--- config.mk ---
export PLATFORM = sky130hd
export DESIGN_NAME = bp_chooser
export DESIGN_NICKNAME = d
export VERILOG_FILES = /design/src/cpu_pkg.sv /design/src/bp_pkg.sv /design/src/bp_chooser.sv
export SDC_FILE = /design/constraint.sdc
export NUM_CORES = 1
export LEC_CHECK = 0
export ABC_AREA = 1
export CORE_UTILIZATION = 64
export CTS_CLUSTER_SIZE = 28
export DETAILED_ROUTE_END_ITERATION = 10
export DONT_BUFFER_PORTS = 1
export MAX_ROUTING_LAYER = met4
export PLACE_DENSITY = 0.8
export SLEW_MARGIN = 20
export SYNTH_ARGS = -nofsm -noshare
export SYNTH_HDL_FRONTEND = slang
export SYNTH_SLANG_ARGS = --single-unit
--- constraint.sdc ---
create_clock -name clk -period 2.6 [get_ports clk]
set_input_delay 0.26 -clock clk [delete_from_list [all_inputs] [get_ports clk]]
set_output_delay 0.26 -clock clk [all_outputs]
set_load 0.02 [all_outputs]
--- src/cpu_pkg.sv ---
`default_nettype none

package cpu_pkg;

    ////////////////////
    // Address and data
    ////////////////////

    typedef logic [31:0] addr_t;    // Instruction or data address
    typedef logic [31:0] word_t;    // Machine word

    // Instructions are word aligned, so the low pc bits carry nothing
    localparam int INSN_ALIGN = 2;

endpackage

`default_nettype wire

--- src/bp_pkg.sv ---
`default_nettype none

package bp_pkg;

    ////////////////////
    // Counters
    ////////////////////

    typedef logic [1:0] counter_t;  // 0-1 not taken, 2-3 taken

    localparam counter_t CNT_MIN = 2'b00;
    localparam counter_t CNT_MAX = 2'b11;

    // One training step of a saturating counter
    function automatic counter_t counter_step(counter_t cnt, logic up);
        counter_t next;
        next = cnt;
        if (up && cnt != CNT_MAX)
            next = cnt + 2'd1;
        else if (!up && cnt != CNT_MIN)
            next = cnt - 2'd1;
        return next;
    endfunction

    ////////////////////
    // Interface structs
    ////////////////////

    typedef struct packed {
        logic           valid;  // One update per edge while high
        cpu_pkg::addr_t pc;
        logic           taken;  // Resolved outcome
    } br_info_t;

    typedef struct packed {
        logic taken;            // Final direction
        logic use_global;       // Chooser picked gshare
        logic local_taken;
        logic global_taken;
    } bp_pred_t;

endpackage

`default_nettype wire

--- src/bp_chooser.sv ---
`timescale 1ns/10ps
`default_nettype none

module bp_chooser #(
    parameter int WIDTH_PC = 5
) (
    input  logic              clk,
    input  logic              rst_n,
    input  cpu_pkg::addr_t    pc,
    input  bp_pkg::br_info_t  brinfo,
    input  logic              local_taken,   // Votes for the query pc
    input  logic              global_taken,
    input  logic              local_upd,     // Votes for the update pc
    input  logic              global_upd,
    output bp_pkg::bp_pred_t  pred
);

    localparam int SIZE_PC = 2 ** WIDTH_PC;
    localparam int LSB     = cpu_pkg::INSN_ALIGN;

    typedef logic [WIDTH_PC-1:0] pcx_t;

    bp_pkg::counter_t  choice [SIZE_PC];   // High half favors gshare

    pcx_t              q_pcx;
    pcx_t              u_pcx;
    bp_pkg::counter_t  q_cnt;
    bp_pkg::counter_t  u_cnt;
    logic              use_global;
    logic              disagree;
    logic              global_right;

    ////////////////////
    // Selection
    ////////////////////

    assign q_pcx = pc[LSB +: WIDTH_PC];
    assign q_cnt = choice[q_pcx];

    assign use_global = q_cnt[1];

    always_comb begin
        pred              = '0;
        pred.use_global   = use_global;
        pred.local_taken  = local_taken;
        pred.global_taken = global_taken;
        pred.taken        = use_global ? global_taken : local_taken;
    end

    ////////////////////
    // Training
    ////////////////////

    assign u_pcx = brinfo.pc[LSB +: WIDTH_PC];
    assign u_cnt = choice[u_pcx];

    // Only a disagreement says anything about which side is better
    assign disagree     = local_upd != global_upd;
    assign global_right = global_upd == brinfo.taken;

    always_ff @(posedge clk) begin
        if (!rst_n) begin
            for (int i = 0; i < SIZE_PC; i++) begin
                choice[i] <= '0;
            end
        end else if (brinfo.valid && disagree) begin
            choice[u_pcx] <= bp_pkg::counter_step(u_cnt, global_right);
        end
    end

endmodule

`default_nettype wire

[Word-level counts from Yosys, hierarchy flattened]
Memory sizes are Yosys's and may differ from the RTL's.
Cells that the tools add are included.
Storage, ports and cells
  output and inout bits: 4
  register bits after elaboration: 0
  memories: 1
  bits in writable memories: 64
Memories
  choice: words 32, bits a word 2, read ports 2, clocked after Yosys merged registers in 0, wr ports 32, line bp_chooser.sv:23  | bp_pkg::counter_t choice [SIZE_PC];
Cells by class
  mux-type cells: 12
  reductions and logical operators: 6
  add/subtract/negate cells: 2
  eq/ne operators: 3
Operator list (number)
  $mux W2: 5
  $mux W1: 6
  $mux W5: 1
  $logic_and A1 B1 Y1: 3
  $add A2 B1 Y2 const B: 1
  $ne A2 B2 Y1 const B: 1
  $reduce_bool A2 Y1: 1
  $reduce_or A2 Y1: 1
  $sub A2 B1 Y2 const B: 1
  $eq A1 B1 Y1: 1
  $logic_not A1 Y1: 1
  $ne A1 B1 Y1: 1

[Logic depth before layout (Yosys ltp)]
  depth in word-level cells: 8
  gate-level depth with buffers: 20

[Worst setup path before layout]
Ideal clock, no wire load.
  kind: input to register
  start point: input port brinfo[4] (netlist name)
  end point: memory choice[24][1] (netlist name), data pin
  path slack: 0.291 ns
  library setup time: 0.254 ns
  arrival: 2.056 ns
  data required time: 2.346 ns
  stages on the path: 16
  cells stage by stage: buf_4 > inv_2 > buf_2 > nand3_1 > nand4_1 > nand2_1 > nand2_1 > nor2_1 > nand2_2 > ha_1 > a21oi_1 > inv_1 > or2_2 > nand2_4 > buf_6 > nor2_1
RTL lines
  from (decl): line bp_chooser.sv:10  | input bp_pkg::br_info_t brinfo,
  to (decl): line bp_chooser.sv:23

==> out/results.ini <==
[run_status]
status=finished clean

[route]
drtAntennaViolNets=0
drt-pass1-iter-count=5
drc=0
routedWlPerCell_um=16.7
routed_wl_um=9320
vias=3353
drt-initial-drc-count=302
vias_per_cell=6.00

[final_layout]
antenna_cells=0
drive_gt1_share_pct=12.3
fin_nets=556
areaGrowthSynthToFinish_pct=7.70
final_common_cell=nand2_1
top_register=choice
top_regs=choice (64)
fillers=445
largest_reg_flops=64
layout_common_cells=215 x nand2_1, 64 x edfxtp_1, 49 x nand3_1

[pwr]
p_total_mw=2.38
seqPwrFrac_pct=49.9
leakagePower_nw=1.75
clock_power_share_pct=33.6
max-vdd-ir-drop_uv=549
intPower_mw=1.73
power_frac_comb_pct=16.5
swShare_pct=27.0
powerDensity_nw_per_um2=580
p_switching_mw=0.641

[die]
die_x_um=79.1
core_um2=5610
io_pins=76
initial_core_util_pct=67.8
die_height_um=79.1
rows=27
die_area_um2=6250

[setup_path]
worstSetupStartpointType=register
slowest_delay_ps=370
crit_type=reg -> reg
crit_slowest_cell=edfxtp_1
r2r_setup_slack_ps=130
cp-end-kind=register
crit_path_max_fanout=19
worstReg2RegStart=choice[15][0]
r2r-end=choice[10][1]
worstPathRequired_ps=2700
crit_chain=nand3_1 -> nand4_1 -> nand2_1 -> nand2_1 -> nor2_1 -> nand2_2 -> ha_1 -> a21oi_1 -> inv_1 -> or2_2 -> nand2_4 -> buf_12 -> nor2_1
cp-startpoint=choice[15][0]
cp-endpoint=choice[10][1]
ff2ff_path_depth=13
worstPathArrival_ps=2580

[placement]
place_ws_ps=34.1
hpwl_um=6090
gp_congestion=0.919
io_buffers=0

[yosys]
synthCells=479
synth_area_leaders=edfxtp_1 51%, nand2_1 21%, nand3_1 6.4%
synth.avg_cell_area_um2=7.94
yosysSeqAreaShare_pct=50.5
yosysTopAreaCell=edfxtp_1
yosysTopAreaCellShare_pct=50.5
synth_seq_cells=64
synth_nets=553
synth_warnings=0
syn_area_um2=3800
synth.distinct_cells=24

[clock_tree]
ctsResizeCount=0
hold_buffers=0
cts_tree=done
clock_sinks=64
cts_setup_buffers=0
cts_max_path_buffers=2
clk_latency_ps=350
htreeDepth=3
clkTransAtPathRegs_ps=60
root_buffer=clkbuf_8
cts_buffers=9

[sta]
period_needed_ps=2470
drv_slew=0
max_freq_mhz=404
rsz0062_at_grt=false
relSlewSlack_pct=47.7
tightest_slew_ps=779
fin_hold_ws_ps=116
clock_skew_ps=9.87
period_share_pct=95.2
setup_ws_ps=126
setup_tns_ps=0
hold_viol_final=0
finalSetupViolCount=0

[global_route]
grt-ovfl-total=0
antenna_found_initial=0
grt_pass1_wl_um=14500
grt_usage_pct=32.9
grt_max_degree=37
grt_pass1_vias=3052

[worst_hold_path]
hp-start=rst_n
hold_class=in -> reg
whs_path_depth=1

[job]
maxCapViolCount=0

[synth_stat cells]
cell / instances
nand3_2: 1
or2_2: 2
buf_2: 12
nand2_4: 1
buf_4: 4
o21ai_0: 2
nand3b_1: 1
nor2_1: 30
nand4_1: 8
a21oi_2: 8
nand2_1: 215
nor3_1: 11
a21oi_1: 26
inv_1: 14
nor3_2: 1
edfxtp_1: 64
o21ai_1: 1
nor2_2: 7
ha_1: 2
buf_6: 6
nand3_1: 49
clkbuf_1: 7
inv_2: 2
nand2_2: 5
[worst max-delay path, delay by kind of cell (launching register included)]
family / cells / cell delay (ps)
AND/OR/NAND/NOR: 9 / 1250
flip-flops: 1 / 370
buffers and inverters: 2 / 250
adder cells (fa/ha/maj): 1 / 220
AO/OA/AOI/OAI: 1 / 130
[cell type report]
cell class / instances / area, µm² / area share [%]
clock buffers: 11 / 131 / 3.21
clock inverters: 5 / 47.5 / 1.16
inverters: 16 / 60.1 / 1.47
multi-input cells: 370 / 1640 / 40.0
flip-flops and latches: 64 / 1920 / 46.9
well taps: 72 / 90.1 / 2.20
repair buffers: 21 / 208 / 5.07
[worst min path at each step]
stage | end | slack (ps)
after floorplan | choice[31][0] | 600
after global placement | choice[29][1] | 460
after detailed placement | choice[24][0] | 470
after CTS | choice[24][0] | 100
after global routing | choice[24][0] | 110
final | choice[11][0] | 120
[stage by stage]
step	cells	area [µm²]	utilization, %
final	559	4100	73.0
after global routing	559	4100	73.0
after CTS	559	4100	73.0
after detailed placement	543	3920	69.8
after global placement	543	3920	69.8
after floorplan	479	3800	-
[kinds of logic (layout without fill, tap and decap cells)]
group	Yosys count	count (layout)	synth area share, %
AOI/OAI and AO/OA	37	37	5.66
DFF	64	64	50.5
and+or+nand+nor	331	331	36.7
buffers and inverters	45	53	6.42
adders and majority gates	2	2	0.658
[per-layer routing]
metal / wire length [µm] / GRT usage [%]
met5: 0 / -
met2: 4490 / 53.6
met1: 3400 / 39.7
met4: 348 / 15.3
met3: 1080 / 6.55
[power groups by stage]
stage / registers, mW / clock network, mW / logic, mW
2_1_floorplan: 1.20 / 0 / 0.305
3_3_place_gp: 1.21 / 0 / 0.373
3_5_place_dp: 1.21 / 0 / 0.383
4_1_cts: 1.19 / 0.804 / 0.384
5_1_grt: 1.19 / 0.836 / 0.421
6_report: 1.19 / 0.798 / 0.392
Note: power is estimated with default switching activity, not from simulation.
